[src/verilog/dma_cfg_pkg.sv]
/*
  Host bus definitions for mini_dma: bus widths, Wishbone classic
  request and response structs and the register map of the frontend.
  Imported by every block that sits on the host bus.
*/
package dma_cfg_pkg;

  // host bus widths
  localparam int unsigned BusAw = 32;
  localparam int unsigned BusDw = 32;

  // start of the register block, scratchpad lives below it
  localparam logic [BusAw-1:0] RegBase = 32'h0000_1000;

  // wishbone classic request, held by the master until ack
  typedef struct packed {
    logic             cyc;
    logic             stb;
    logic             we;
    logic [BusAw-1:0] adr;
    logic [BusDw-1:0] dat;
    logic [BusDw/8-1:0] sel;
  } wb_req_t;

  // wishbone response, dat only valid together with ack
  typedef struct packed {
    logic             ack;
    logic [BusDw-1:0] dat;
  } wb_rsp_t;

  // register byte offsets inside the register block
  typedef enum logic [7:0] {
    SRC_ADDR  = 8'h00,
    DST_ADDR  = 8'h04,
    NUM_BYTES = 8'h08,
    NEXT_ID   = 8'h0C,
    STATUS    = 8'h10,
    DONE      = 8'h14
  } reg_addr_e;

endpackage

[src/verilog/dma_burst_pkg.sv]
/*
  Transfer descriptor handed from the frontend to the copy engine,
  and the state encoding of the copy engine FSM.
*/
package dma_burst_pkg;

  // id field sized for the largest allowed IdWidth
  localparam int unsigned MaxIdWidth = 8;

  // one transfer request
  // num_bytes of zero is discarded by the backend
  typedef struct packed {
    logic [MaxIdWidth-1:0]         id;
    logic [dma_cfg_pkg::BusAw-1:0] src;
    logic [dma_cfg_pkg::BusAw-1:0] dst;
    logic [dma_cfg_pkg::BusDw-1:0] num_bytes;
  } burst_req_t;

  // backend copy FSM states
  typedef enum logic [1:0] {
    // waiting for a request, ready only here
    BE_IDLE,
    // source word address on the scratchpad port
    BE_READ,
    // source word back, written to destination
    BE_WRITE,
    // one cycle completion pulse
    BE_DONE
  } be_state_e;

endpackage

[src/verilog/dma_backend.sv]
/*
  Copy engine of the DMA. Takes one request at a time and copies whole
  32-bit words inside the scratchpad, one read and one write per word,
  through the engine port of the scratchpad bank.
*/
`timescale 1ns/100ps

module dma_backend #(
  parameter int unsigned SpmWords = 256
) (
  input  logic                        clk_i,
  input  logic                        rst_ni,
  input  dma_burst_pkg::burst_req_t   burst_i,
  input  logic                        valid_i,
  output logic                        ready_o,
  output logic                        idle_o,
  output logic                        complete_o,
  output logic [$clog2(SpmWords)-1:0] spm_addr_o,
  output logic                        spm_we_o,
  output logic [dma_cfg_pkg::BusDw-1:0] spm_wdata_o,
  input  logic [dma_cfg_pkg::BusDw-1:0] spm_rdata_i
);

  import dma_cfg_pkg::*;
  import dma_burst_pkg::*;

  localparam int unsigned Aw = $clog2(SpmWords);
  // word count width is num_bytes without the byte offset bits
  localparam int unsigned Cw = BusDw - 2;

  be_state_e state_q;
  be_state_e state_d;

  logic [Aw-1:0] src_idx_q;
  logic [Aw-1:0] dst_idx_q;
  logic [Cw-1:0] words_q;

  logic          accept;
  logic [Cw-1:0] req_words;
  logic [Aw-1:0] req_src_idx;
  logic [Aw-1:0] req_dst_idx;

  assign accept = valid_i && ready_o;

  // trailing bytes past the last whole word are dropped
  assign req_words = burst_i.num_bytes[BusDw-1:2];

  // byte address to word index wrapped into the scratchpad
  assign req_src_idx = Aw'((burst_i.src >> 2) % SpmWords);
  assign req_dst_idx = Aw'((burst_i.dst >> 2) % SpmWords);

  // next state
  always_comb begin
    state_d = state_q;
    case (state_q)
      BE_IDLE: begin
        if (valid_i) begin
          // zero words goes straight to the completion pulse
          state_d = (req_words == '0) ? BE_DONE : BE_READ;
        end
      end
      BE_READ:  state_d = BE_WRITE;
      BE_WRITE: state_d = (words_q == Cw'(1)) ? BE_DONE : BE_READ;
      BE_DONE:  state_d = BE_IDLE;
      default:  state_d = BE_IDLE;
    endcase
  end

  always_ff @(posedge clk_i or negedge rst_ni) begin
    if (!rst_ni) begin
      state_q   <= BE_IDLE;
      src_idx_q <= '0;
      dst_idx_q <= '0;
      words_q   <= '0;
    end else begin
      state_q <= state_d;
      if (accept) begin
        src_idx_q <= req_src_idx;
        dst_idx_q <= req_dst_idx;
        words_q   <= req_words;
      end else if (state_q == BE_WRITE) begin
        // both indices advance after each word and wrap at the top
        src_idx_q <= (src_idx_q == Aw'(SpmWords - 1)) ? '0 : src_idx_q + 1'b1;
        dst_idx_q <= (dst_idx_q == Aw'(SpmWords - 1)) ? '0 : dst_idx_q + 1'b1;
        words_q   <= words_q - 1'b1;
      end
    end
  end

  // source read data arrives one cycle later in BE_WRITE
  always_comb begin
    spm_addr_o  = src_idx_q;
    spm_we_o    = 1'b0;
    spm_wdata_o = spm_rdata_i;
    if (state_q == BE_WRITE) begin
      spm_addr_o = dst_idx_q;
      spm_we_o   = 1'b1;
    end
  end

  // one request at a time
  assign ready_o    = (state_q == BE_IDLE);
  assign idle_o     = (state_q == BE_IDLE);
  assign complete_o = (state_q == BE_DONE);

endmodule

[config.mk]
export PLATFORM = sky130hd
export DESIGN_NAME = dma_backend
export DESIGN_NICKNAME = d
export VERILOG_FILES = /design/src/verilog/dma_cfg_pkg.sv /design/src/verilog/dma_burst_pkg.sv /design/src/verilog/dma_backend.sv
export SDC_FILE = /design/constraint.sdc
export NUM_CORES = 1
export LEC_CHECK = 0
export BUFFER_PORTS_ARGS = -buffer_cell sky130_fd_sc_hd__buf_2
export CAP_MARGIN = 0
export CORE_MARGIN = 5
export CORE_UTILIZATION = 35
export DETAILED_ROUTE_END_ITERATION = 10
export GPL_TIMING_DRIVEN = 0
export PLACE_DENSITY = 0.66
export SYNTH_ARGS = -nofsm -noshare
export SYNTH_HDL_FRONTEND = slang
export SYNTH_SLANG_ARGS = --single-unit
[constraint.sdc]
create_clock -name clk_i -period 3.1 [get_ports clk_i]
set_input_delay 0.31 -clock clk_i [delete_from_list [all_inputs] [get_ports clk_i]]
set_output_delay 0.31 -clock clk_i [all_outputs]
set_load 0.02 [all_outputs]
Yosys cells after proc, flatten, opt, wreduce, memory -nomap -nowiden

Index checks and enable logic that the tools add are counted.

Register bits: 48
Bits in latches: 0
Memory bits (writable): 0
ROM bits: 0
Bits of input ports: 139
Output and inout bits: 44
Word-level logic and storage cells: 32
Memories: 0

Add/sub/neg operators: 3
Multipliers: 0
Div/mod/pow operators: 0
Order comparisons: 0
Equality and inequality tests: 7
Shift operators: 0
Multiplexer cells: 14
Bitwise logic cells: 0
Reduce and logical (&&, ||, !) cells: 4

Operators by type and width:

| operator                                                                | number |
|---|---|
| 30-bit two-way mux                                                      | 2 |
| 8-bit two-way mux                                                       | 7 |
| 30-bit by 1-bit equality test with 1-bit output (second input constant) | 1 |
| 30-bit zero test                                                        | 1 |
| 30-bit by 1-bit subtractor with 30-bit output (second input constant)   | 1 |
| 8-bit by 1-bit adder with 8-bit output (second input constant)          | 2 |
| 8-bit equality test (second input constant)                             | 2 |
| 2-bit one-hot mux with 4 select lines                                   | 1 |
| 2-bit two-way mux                                                       | 3 |
| 2-bit equality test (second input constant)                             | 2 |
| 2-bit by 1-bit equality test with 1-bit output (second input constant)  | 1 |
| 2-bit zero test                                                         | 1 |
| 2-bit != test (second input constant)                                   | 1 |
| 2-bit nonzero test                                                      | 1 |
| 1-bit logical AND                                                       | 1 |
| 1-bit two-way mux                                                       | 1 |

Logic depth before layout (Yosys ltp)

Depth after elaboration: 4
Gate-level depth with buffers: 8

Worst setup path after synthesis

Ideal clock, no wire load.

Path type: reg2reg
From: reg words_q[10]
To: reg words_q[16]
Setup time: 0.126 ns
Arrival time: 2.066 ns
Required time: 2.974 ns
Slack: 0.908 ns
Stages on the path, launching flop included: 7
Path buffers: 1
Clock period less this slack: 2.192 ns
Cells stage by stage: dfrtp_1 -> or4_1 -> buf_2 -> nor4_4 -> nand3_1 -> o211a_1 -> a221o_1

Cells in the longest elaborated chain, start to end: 3

RTL lines:

| item                                          | line              | text |
|---|---|---|
| from (decl)                                   | dma_backend.sv:36 | `logic [Cw-1:0] words_q;` |
| from (signal assigned)                        | dma_backend.sv:80 | `words_q <= req_words;` |
| from (signal assigned)                        | dma_backend.sv:85 | `words_q <= words_q - 1'b1;` |
| 30-bit by 1-bit subtractor with 30-bit output | dma_backend.sv:85 |  |
| 30-bit two-way mux                            | dma_backend.sv:81 | `end else if (state_q == BE_WRITE) begin` |
| 30-bit two-way mux                            | dma_backend.sv:77 | `if (accept) begin` |

Every way passes these cells. The select of a mux whose other input is x is not followed.
A chain may end at the register's enable or synchronous reset.

Worst setup path in the final report

From: reg state_q[0]
To: out spm_addr_o[6]

Cells in the longest elaborated chain, start to end: 2

RTL lines:

| item                   | line              | text |
|---|---|---|
| from (decl)            | dma_backend.sv:31 | `be_state_e state_q;` |
| from (signal assigned) | dma_backend.sv:76 | `state_q <= state_d;` |
| 2-bit equality test    | dma_backend.sv:95 | `if (state_q == BE_WRITE) begin` |
| 8-bit two-way mux      | dma_backend.sv:95 |  |
| to (decl)              | dma_backend.sv:18 | `output logic [$clog2(SpmWords)-1:0] spm_addr_o,` |

Every way passes these cells.

==> impl_results.md <==
- Crit Path Max Fanout: 10
- Post-DP HPWL: 7770 um
- Largest family of logic cells by synthesized area: simple AND/OR/NAND/NOR gates
- Compound-gate portion of the synthesized area: 20.0%
- Slew HR: 25.0%
- Fin crit share: 95.4%
- Clock slew at reported path FFs: 0.10 ns
- Fillers: 884
- WP data required: 2.79 ns
- CP endpoint kind: primary output
- Tmin final: 2.96 ns
- Post-synth EDFFs: 0
- Port Buffers: 92
- Post-Synth Simple-Gate Area: 28.9%
- Die Wd: 105 um
- Cts bufs inserted: 5
- Final Util: 44.0%
- Number of top-level pins: 183
- Xor and xnor area share after synthesis: 0.825%
- TritonCTS clock tree: built
- Core area: 8810 um2
- Vias: 3,394
- Post-Place Cells: 589
- Total track usage: 18.1%
- H-tree depth: 2
- Initial antenna violation count: 0
- Starting Density: 36.1%
- Layout cells sized above 1: 29.2%
- Yosys reg bits: 48
- Worst-Skew Late Latency: 0.31 ns
- Root Buffer: clkbuf_8
- Routed len/inst: 17.6 um
- Outcome: complete, no violations
- Critical path class: flop to primary output
- Post-route DRC: 0
- Number of diodes: 0
- Ys flop type: dfrtp_1
- Power Dens Cells: 300 nW/um2
- Avg Inst Size Synth: 8.18 um2
- Design Power: 1.16 mW
- Crit path DAT: 2.65 ns
- Reg-to-Reg End: words_q[16]
- Clock sink count: 48
- Post-Syn Instances: 389
- Worst-Margin Slew: 1.13 ns
- Netlist cell types: 45
- Critical Path Start Type: flop
- Via-per-instance ratio: 5.69
- R2R depth: 6
- Routability congestion estimate: 0.911
- Post-synthesis sequential area ratio: 37.7%
- Setup_tns: 0 ns
- Final Max Slew Viols: 0
- VDD IR max: 160 uV
- DR pass1 iterations: 7
- Worst r2r src: words_q[10]
- Total of warnings raised by yosys: 0
- Nets: 631
- Synth cell count leaders: 65 x nand2_1, 48 x dfrtp_1, 33 x buf_4
- Area delta synth->final: 21.6%
- Synth async-reset ratio: 100%
- Worst hold path class: input port to asynchronous set/reset pin
- RSZ-0062 raised after global routing: false
- WL final: 10,500 um
- Pin count of the biggest net entering global routing: 49
- First-pass GRT wire length: 16,500 um
- Fmax: 338 MHz
- Top post-synthesis cells by area: dfrtp_1 38%, buf_4 7.8%, nand2_1 7.7%
- Finish-stage setup viols: 0
- Maxcap violations: 0
- Hold_buf cts: 0
- Most common cell in the netlist: nand2_1
- Worst setup startpoint: state_q[0]
- DR iter-0 viols: 286
- Leading area contributor after synthesis: dfrtp_1
- Synthesized cell area: 3180 um2
- Final std cells w/o fill: 597
- Leak: 1.72 nW
- CTS max path bufs: 2
- Adder-Cell Fraction of Synth Area: 1.57%
- GRT overflow: 0
- Register-to-register setup slack: 0.50 ns
- Synthesized Nets: 532
- Antenna viol nets, final: 0
- Die height: 105 um
- Fin. Hold Viols: 0
- Area of the die: 11,100 um2
- Yosys top cell area share: 37.7%
- Clk_skew: 0.0123 ns
- Rows: 34
- Post-synthesis mux area share: 0%
- Vias in the first global route: 3,249
-- cell usage in the layout (no fill, tap or decap), drive strengths merged, types with 7 or more instances in the layout --
| cell | Yosys | final |
|---|---|---|
| buf | 38 | 130 |
| nand2 | 65 | 65 |
| dfrtp | 48 | 48 |
| o21ai | 27 | 27 |
| nand3 | 26 | 26 |
| nor2 | 22 | 22 |
| clkbuf | 15 | 21 |
| nor4 | 16 | 16 |
| nor3 | 15 | 15 |
| a221o | 14 | 14 |
| a21oi | 12 | 12 |
| and3 | 11 | 11 |
| a22oi | 7 | 7 |
-- worst max-delay path, cell delays in order (launching register included) --
cell      delay (ns)
dfrtp_1         0.42
nand2b_1        0.16
clkbuf_1        0.27
inv_2           0.23
clkbuf_1        0.48
buf_1           0.41
nand2_1         0.10
nand2_1         0.08
buf_2           0.17
-- per-layer routing --
layer	share of wire, %	routed length [um]	vias up	GRT usage [%]
met4	2.0	208	0	6.28
met5	0	0	-	0
met2	47	4960	167	29.3
met3	7.2	756	19	3.24
li1	-	-	1604	-
met1	44	4570	1604	24.3
-- flip-flops by register name, indices dropped and copies added (netlist names) --
register   count
dst_idx_q      8
src_idx_q      8
state_q        2
words_q       30
-- power breakdown --
part           switching [mW]  internal [mW]
registers                   0          0.626
logic                  0.0704         0.0627
clock network           0.226          0.179
-- logic make-up after synthesis --
family | after synthesis
and+or+nand+nor | 184
AOI/OAI and AO/OA | 91
buffers and inverters | 59
DFF | 48
adders and majority gates | 4
xor gates and xnor gates | 3
-- repair_timing --
| item | in CTS | in global routing |
|---|---|---|
| resized for setup | 0 | 1 |
| endpoints found under the setup margin | 0 | 8 |
| buffers inserted | 0 | 0 |
-- cell type report --
type	instances	area (um2)	area share (%)
timing repair buffer	92	460	11.9
clock buffer	6	82.6	2.13
sequential	48	1200	31.0
clock inverter	2	10.0	0.259
buffer	53	325	8.40
tap	108	135	3.49
inverter	6	22.5	0.582
multi-input combinational	282	1630	42.2
-- worst max path at each step --
| stage | slack (ns) | endpoint |
|---|---|---|
| floorplan | 0.91 | words_q[16] |
| global placement | 0.49 | spm_addr_o[6] |
| detailed placement | 0.47 | spm_addr_o[6] |
| CTS | 0.09 | spm_addr_o[6] |
| global route | 0.04 | spm_addr_o[3] |
| finish | 0.14 | spm_addr_o[6] |
-- metrics by stage --
step	hold slack [ns]	setup WS (ns)	instance area, um2
detailed placement	0.508	0.471	3780
finish	0.199	0.142	3870
global route	0.217	0.0371	3870
CTS	0.216	0.0866	3870
global placement	0.504	0.487	3780
floorplan	0.0144	0.908	3180
No activity file was read; power rests on OpenSTA's default activity.
