$ cat config.mk
export PLATFORM = sky130hd
export DESIGN_NAME = dma_frontend
export DESIGN_NICKNAME = d
export VERILOG_FILES = /design/src/verilog/dma_cfg_pkg.sv /design/src/verilog/dma_burst_pkg.sv /design/src/verilog/dma_frontend.sv
export SDC_FILE = /design/constraint.sdc
export NUM_CORES = 1
export LEC_CHECK = 0
export ABC_AREA = 1
export BUFFER_PORTS_ARGS = -buffer_cell sky130_fd_sc_hd__clkbuf_2
export CAP_MARGIN = 20
export CORE_MARGIN = 10
export CORE_UTILIZATION = 36
export CTS_CLUSTER_DIAMETER = 200
export DETAILED_ROUTE_END_ITERATION = 10
export PLACE_DENSITY = 0.62
export SYNTH_ARGS = -nofsm -noshare
export SYNTH_HDL_FRONTEND = slang
export SYNTH_SLANG_ARGS = --single-unit
$ cat constraint.sdc
create_clock -name clk_i -period 3.8 [get_ports clk_i]
set_input_delay 0.19 -clock clk_i [delete_from_list [all_inputs] [get_ports clk_i]]
set_output_delay 0.19 -clock clk_i [all_outputs]
set_load 0.01 [all_outputs]
$ cat src/verilog/dma_cfg_pkg.sv
/*
  Host bus definitions for mini_dma: bus widths, Wishbone classic
  request and response structs and the register map of the frontend.
  Imported by every block that sits on the host bus.
*/
package dma_cfg_pkg;

  // host bus widths
  localparam int unsigned BusAw = 32;
  localparam int unsigned BusDw = 32;

  // start of the register block, scratchpad lives below it
  localparam logic [BusAw-1:0] RegBase = 32'h0000_1000;

  // wishbone classic request, held by the master until ack
  typedef struct packed {
    logic             cyc;
    logic             stb;
    logic             we;
    logic [BusAw-1:0] adr;
    logic [BusDw-1:0] dat;
    logic [BusDw/8-1:0] sel;
  } wb_req_t;

  // wishbone response, dat only valid together with ack
  typedef struct packed {
    logic             ack;
    logic [BusDw-1:0] dat;
  } wb_rsp_t;

  // register byte offsets inside the register block
  typedef enum logic [7:0] {
    SRC_ADDR  = 8'h00,
    DST_ADDR  = 8'h04,
    NUM_BYTES = 8'h08,
    NEXT_ID   = 8'h0C,
    STATUS    = 8'h10,
    DONE      = 8'h14
  } reg_addr_e;

endpackage

$ cat src/verilog/dma_burst_pkg.sv
/*
  Transfer descriptor handed from the frontend to the copy engine,
  and the state encoding of the copy engine FSM.
*/
package dma_burst_pkg;

  // id field sized for the largest allowed IdWidth
  localparam int unsigned MaxIdWidth = 8;

  // one transfer request
  // num_bytes of zero is discarded by the backend
  typedef struct packed {
    logic [MaxIdWidth-1:0]         id;
    logic [dma_cfg_pkg::BusAw-1:0] src;
    logic [dma_cfg_pkg::BusAw-1:0] dst;
    logic [dma_cfg_pkg::BusDw-1:0] num_bytes;
  } burst_req_t;

  // backend copy FSM states
  typedef enum logic [1:0] {
    // waiting for a request, ready only here
    BE_IDLE,
    // source word address on the scratchpad port
    BE_READ,
    // source word back, written to destination
    BE_WRITE,
    // one cycle completion pulse
    BE_DONE
  } be_state_e;

endpackage

$ cat src/verilog/dma_frontend.sv
/*
  Register slave of the DMA on the host Wishbone bus. Holds the
  transfer descriptor, launches a transfer on a read of NEXT_ID and
  stalls that read until the backend takes the request.
*/
`timescale 1ns/100ps

module dma_frontend #(
  parameter int unsigned IdWidth = 4
) (
  input  logic                      clk_i,
  input  logic                      rst_ni,
  input  dma_cfg_pkg::wb_req_t      wb_req_i,
  output dma_cfg_pkg::wb_rsp_t      wb_rsp_o,
  output dma_burst_pkg::burst_req_t burst_o,
  output logic                      valid_o,
  input  logic                      ready_i,
  input  logic                      idle_i,
  input  logic                      complete_i
);

  import dma_cfg_pkg::*;
  import dma_burst_pkg::*;

  // descriptor registers
  logic [BusAw-1:0] src_q;
  logic [BusAw-1:0] dst_q;
  logic [BusDw-1:0] num_q;

  // handshake and status state
  logic               ack_q;
  logic               launch_q;
  logic               done_q;
  logic [IdWidth-1:0] id_q;
  logic [BusDw-1:0]   rdata_q;

  reg_addr_e        reg_off;
  logic             acc_start;
  logic             launch_start;
  logic             launch_ack;
  logic [BusDw-1:0] id_word;

  // only the low byte selects a register
  assign reg_off = reg_addr_e'(wb_req_i.adr[7:0]);

  // new access that is not answered yet and has no launch in flight
  assign acc_start = wb_req_i.cyc && wb_req_i.stb && !ack_q && !launch_q;
  // launch is a read of NEXT_ID
  assign launch_start = acc_start && !wb_req_i.we && (reg_off == NEXT_ID);
  // bus ack goes out in the cycle the backend takes the request
  assign launch_ack = launch_q && ready_i;

  // id zero extended to bus width for the launch response
  always_comb begin
    id_word = '0;
    id_word[IdWidth-1:0] = id_q;
  end

  // descriptor towards the backend is held while valid_o is high
  always_comb begin
    burst_o           = '0;
    burst_o.id        = '0;
    burst_o.id[IdWidth-1:0] = id_q;
    burst_o.src       = src_q;
    burst_o.dst       = dst_q;
    burst_o.num_bytes = num_q;
  end

  assign valid_o = launch_q;

  // ordinary accesses ack one cycle after stb and launches when accepted
  assign wb_rsp_o.ack = ack_q || launch_ack;
  assign wb_rsp_o.dat = launch_ack ? id_word : rdata_q;

  always_ff @(posedge clk_i or negedge rst_ni) begin
    if (!rst_ni) begin
      ack_q    <= 1'b0;
      launch_q <= 1'b0;
      done_q   <= 1'b0;
      id_q     <= '0;
    end else begin
      ack_q <= acc_start && !launch_start;
      if (launch_start) begin
        launch_q <= 1'b1;
      end else if (launch_ack) begin
        launch_q <= 1'b0;
      end
      // accepted launch clears done and advances the id modulo 2**IdWidth
      if (launch_ack) begin
        done_q <= 1'b0;
        id_q   <= id_q + 1'b1;
      end else if (complete_i) begin
        done_q <= 1'b1;
      end
    end
  end

  // register writes
  always_ff @(posedge clk_i or negedge rst_ni) begin
    if (!rst_ni) begin
      src_q <= '0;
      dst_q <= '0;
      num_q <= '0;
    end else if (acc_start && wb_req_i.we) begin
      case (reg_off)
        SRC_ADDR:  src_q <= wb_req_i.dat;
        DST_ADDR:  dst_q <= wb_req_i.dat;
        NUM_BYTES: num_q <= wb_req_i.dat;
        default: ;
      endcase
    end
  end

  // read data is captured at stb and presented with the ack
  always_ff @(posedge clk_i) begin
    if (acc_start && !wb_req_i.we) begin
      case (reg_off)
        SRC_ADDR:  rdata_q <= src_q;
        DST_ADDR:  rdata_q <= dst_q;
        NUM_BYTES: rdata_q <= num_q;
        STATUS:    rdata_q <= {{(BusDw-1){1'b0}}, idle_i};
        DONE:      rdata_q <= {{(BusDw-1){1'b0}}, done_q};
        default:   rdata_q <= '0;
      endcase
    end
  end

endmodule

== After elaboration in Yosys (flattened, before gate mapping) ==
Cells that the tools add are included.
Operators by class
  add/subtract/negate cells: 1
  eq/ne operators: 5
  multiplexer cells: 6
  reduce and logical (&&, ||, !) cells: 19
Operator list (number)
  32-bit case mux with 5 select lines: 1
  32-bit 2-to-1 mux: 1
  8-bit by 4-bit == test with 1-bit output, second input constant: 2
  8-bit by 5-bit == test with 1-bit output, second input constant: 2
  8-bit by 3-bit == test with 1-bit output, second input constant: 1
  1-bit logical AND: 8
  8-bit logical NOT: 1
  2-bit AND reduction: 3
  4-bit by 1-bit adder with 4-bit output, second input constant: 1
  1-bit logical NOT: 4
  1-bit 2-to-1 mux: 4
  2-bit nonzero test: 2
  1-bit logical OR: 1
Storage, ports and cells
  register bits: 135
  input port bits: 76
  output and inout port bits: 138
  word-level logic and storage cells: 39

== Longest topological paths before layout ==
  depth in word-level cells: 7
  depth in mapped cells: 9
  mapped depth without buffers: 8

== Worst setup path before layout ==
OpenSTA, ideal clock, no wires.
  path type: register -> register
  start point: register launch_q, in the netlist valid_o
  end point: register rdata_q[0], enable pin
  library setup time: 0.423 ns
  arrival time: 2.068 ns
  required time: 3.377 ns
  slack: 1.309 ns
  cell stages (with the launch flop): 4
  path buffers: 0
  clock period less this slack: 2.491 ns
  path through: dfrtp_1 > inv_2 > nand4_1 > nor2_1
On the way
  word-level cells in the longest chain between the ends: 3
RTL lines
  start, declared: RTL line dma_frontend.sv:32  | logic launch_q;
  start signal, assigned: RTL line dma_frontend.sv:78  | launch_q <= 1'b0;
  start signal, assigned: RTL line dma_frontend.sv:84  | launch_q <= 1'b1;
  start signal, assigned: RTL line dma_frontend.sv:86  | launch_q <= 1'b0;
  1-bit logical NOT: RTL line dma_frontend.sv:47  | assign acc_start = wb_req_i.cyc && wb_req_i.stb && !ack_q && !launch_q;
  1-bit logical AND: RTL line dma_frontend.sv:47
  1-bit logical AND: RTL line dma_frontend.sv:116  | if (acc_start && !wb_req_i.we) begin
  end signal, assigned: RTL line dma_frontend.sv:118  | SRC_ADDR: rdata_q <= src_q;
  end signal, assigned: RTL line dma_frontend.sv:119  | DST_ADDR: rdata_q <= dst_q;
  end signal, assigned: RTL line dma_frontend.sv:120  | NUM_BYTES: rdata_q <= num_q;
  end, declared: RTL line dma_frontend.sv:35  | logic [BusDw-1:0] rdata_q;
No other way between the ends.
A chain may end at the register's enable or synchronous reset.

==> impl_metrics.yaml <==
route:
  ant_nets: 0
  drcViolationCount: 0
  routed_wl_um: 19100
  first_iter_violations: 251
  wl_per_cell_um: 17.0
  viasPerCell: 4.74
  vias: 5314
  firstDrtPassIters: 4
die:
  coreArea_um2: 16500
  die-area_um2: 22300
  die_y_um: 149
  die_w_um: 149
  ios: 214
  initial_utilization_pct: 36.5
  row_count: 47
cts:
  clk_latency_ps: 420
  cts_tree: "done"
  cts.htree.levels: 4
  ctsResizeCount: 0
  cts_inserted_buffers: 17
  post_cts_buffers: 0
  clockBufferDepth: 2
  root_buffer: "clkbuf_16"
  clock_sinks: 135
  path_clk_slew_ps: 60
yosys:
  syn_avg_cell_area_um2: 8.37
  ys_seq_area_share_pct: 58.8
  syn_area_um2: 6010
  synthCells: 719
  ys_types: 22
  ys_warn_count: 0
  ys_seq_elements: 135
cells_and_area:
  finalInstanceArea_um2: 7680
  drive_above_1_share_pct: 25.9
  final_nets: 966
  nFillCells: 1643
  syn2layout_area_growth_pct: 27.7
  diodes: 0
pwr:
  netSwitchingFraction_pct: 23.5
  cellLeakagePower_uw: 0.00426
  combPwrFrac_pct: 5.0
  power_frac_seq_pct: 46.5
  peakVddDrop_mv: 0.301
  clkPwrFrac_pct: 48.5
  powerDensity_nw_per_um2: 426
  p_switching_uw: 769
  p_int_uw: 2510
critical_path:
  cp_data_arrival_time_ps: 2380
  crit_path_top_delay_cell: "dlygate4sd3_1"
  critPathLaunchType: "input pin"
  crit_chain: "dlygate4sd3_1 -> clkbuf_2 -> nand2_1 -> clkinv_1 -> buf_4 -> nor2_1 -> clkbuf_2"
  crit_type: "in2out"
  max_stage_delay_ps: 530
  cp-end-kind: "output pin"
  cp_common_cell: "clkbuf_2"
  path_max_fanout: 21
  worst_ep_required_time_ps: 3610
worst_hold_path:
  worstHoldPathType: "in2reg"
global_route:
  grt_util_met3_pct: 4.73
  grtUsageMet1_pct: 21.2
  grt_pass1_wl_um: 29900
  grt_max_degree: 65
  gr-total-overflow: 0
  grt_pass1_vias: 5172
  gr-max-usage-layer: "met2"
  grt_usage_pct: 17.1
  met2_usage_pct: 27.9
  antenna_found_initial: 0
sta:
  slew_headroom_pct: 42.6
  rsz0062_at_grt: "false"
  finalHoldViolations: 0
  clock_skew_ps: 6.43
  finalSetupViolCount: 0
  slew_violations: 0
  fmax_ghz: 0.389
  tightestPinTransition_ps: 858
  period_share_pct: 67.6
  min_period_ps: 2570
  finalSetupTns_ps: 0
placement:
  place.gp.congestion: 0.768
  io_buffers: 181
  placed_area_um2: 7080
  hpwlAfterDp_um: 12500
flow_run:
  drv_cap: 0
run_status:
  status: "complete, no violations"
state kept, by name, indices dropped and copies added (netlist names):
register and count:
id_q 4, valid_o 1, num_q 32, done_q 1, ack_q 1, rdata_q 32, src_q 32, dst_q 32
Yosys cell counts (all sizes together):
cell	count	area (um^2)
inv	39	146
o21ai	3	15.0
clkinv	1	3.75
xor2	2	17.5
nor3	2	21.3
buf	28	153
ha	1	12.5
conb	1	3.75
nand3	132	661
edfxtp	32	961
nand4	3	18.8
xnor2	1	8.76
a31oi	1	6.26
clkbuf	17	63.8
nor2	42	173
nand2	311	1170
dfrtp	103	2580
layer usage:
layer,share of wire (%),up-vias
li1,-,2620
met1,42,2504
met2,49,169
met3,6.9,21
met4,1.7,0
met5,0,-
what timing repair did:
action / CTS / global route
setup endpoints to repair: 0 / 0
hold buffers: 3 / 0
endpoints found under the hold margin: 27 / 0
stage by stage:
step,power [uW],std cells,utilization (%),hold WS (ps),worst slack [ps]
after global placement,1710,1087,43.0,140,1210
after floorplan,1610,722,-,-106,1310
after global routing,3390,1122,46.6,25.5,1050
final,3270,1122,46.6,28.2,1230
after CTS,3300,1122,46.6,15.4,1220
after detailed placement,1720,1087,43.0,139,1240
logic make-up (layout without fill, tap and decap cells):
logic type / after synthesis / count (layout) / share of synthesized area [%]
flip-flops: 135 / 135 / 58.8
AO/OA/AOI/OAI: 4 / 4 / 0.354
other: 1 / 4 / 0.0623
AND/OR/NAND/NOR: 490 / 490 / 34.0
buffers and inverters: 85 / 265 / 6.10
XOR/XNOR: 3 / 3 / 0.437
adder cells (fa/ha/maj): 1 / 1 / 0.208
power by group through the flow:
stage / logic (uW) / registers (uW) / clock network (uW)
final: 164 / 1520 / 1590
after global routing: 184 / 1530 / 1680
after CTS: 167 / 1520 / 1610
after detailed placement: 165 / 1550 / 0
after global placement: 163 / 1550 / 0
after floorplan: 56.5 / 1560 / 0
layout by cell type (no fill, tap or decap):
cell type	Yosys	final
a31oi_1	1	1
buf_4	5	10
bufinv_16	0	1
clkbuf_16	0	17
clkbuf_2	0	180
clkbuf_8	0	3
clkinv_1	1	1
clkinv_2	0	5
clkinv_4	0	2
clkinvlp_4	0	4
conb_1	1	4
dfrtp_1	103	103
dlygate4sd3_1	0	3
edfxtp_1	32	32
ha_1	1	1
inv_1	36	36
inv_2	3	3
nand2_1	309	307
nand2_2	2	4
nand3_1	132	132
nand4_1	3	3
nor2_1	40	38
nor2_4	2	4
nor3_1	1	1
nor3_4	1	1
o21ai_0	3	3
xnor2_1	1	1
xor2_1	2	2
critical path: cells and delay by family:
family	cells	cell delay, ps
buf+inv	5	1720
simple gates	2	450
final timing paths:
path / start / endpoint / slack (ps) / cells after the start
min in group asynchronous: rst_ni / src_q[4] / 240 / 2
hold / removal: wb_req_i[14] / num_q[10] / 30 / 3
setup reg to reg: valid_o / dst_q[30] / 1330 / 7
setup / recovery: ready_i / wb_rsp_o[25] / 1230 / 7
max in group asynchronous: rst_ni / dst_q[14] / 2690 / 3
hold reg to reg: src_q[27] / src_q[27] / 500 / 2
cell type report:
class	count	area, um^2	area share, %
multi-input cells	502	2140	27.9
clock buffers	20	467	6.08
clock inverters	12	103	1.34
flip-flops and latches	135	3540	46.1
well taps	220	275	3.58
repair buffers	193	1010	13.1
inverters	40	150	1.96
(Power assumes the default switching activity.)
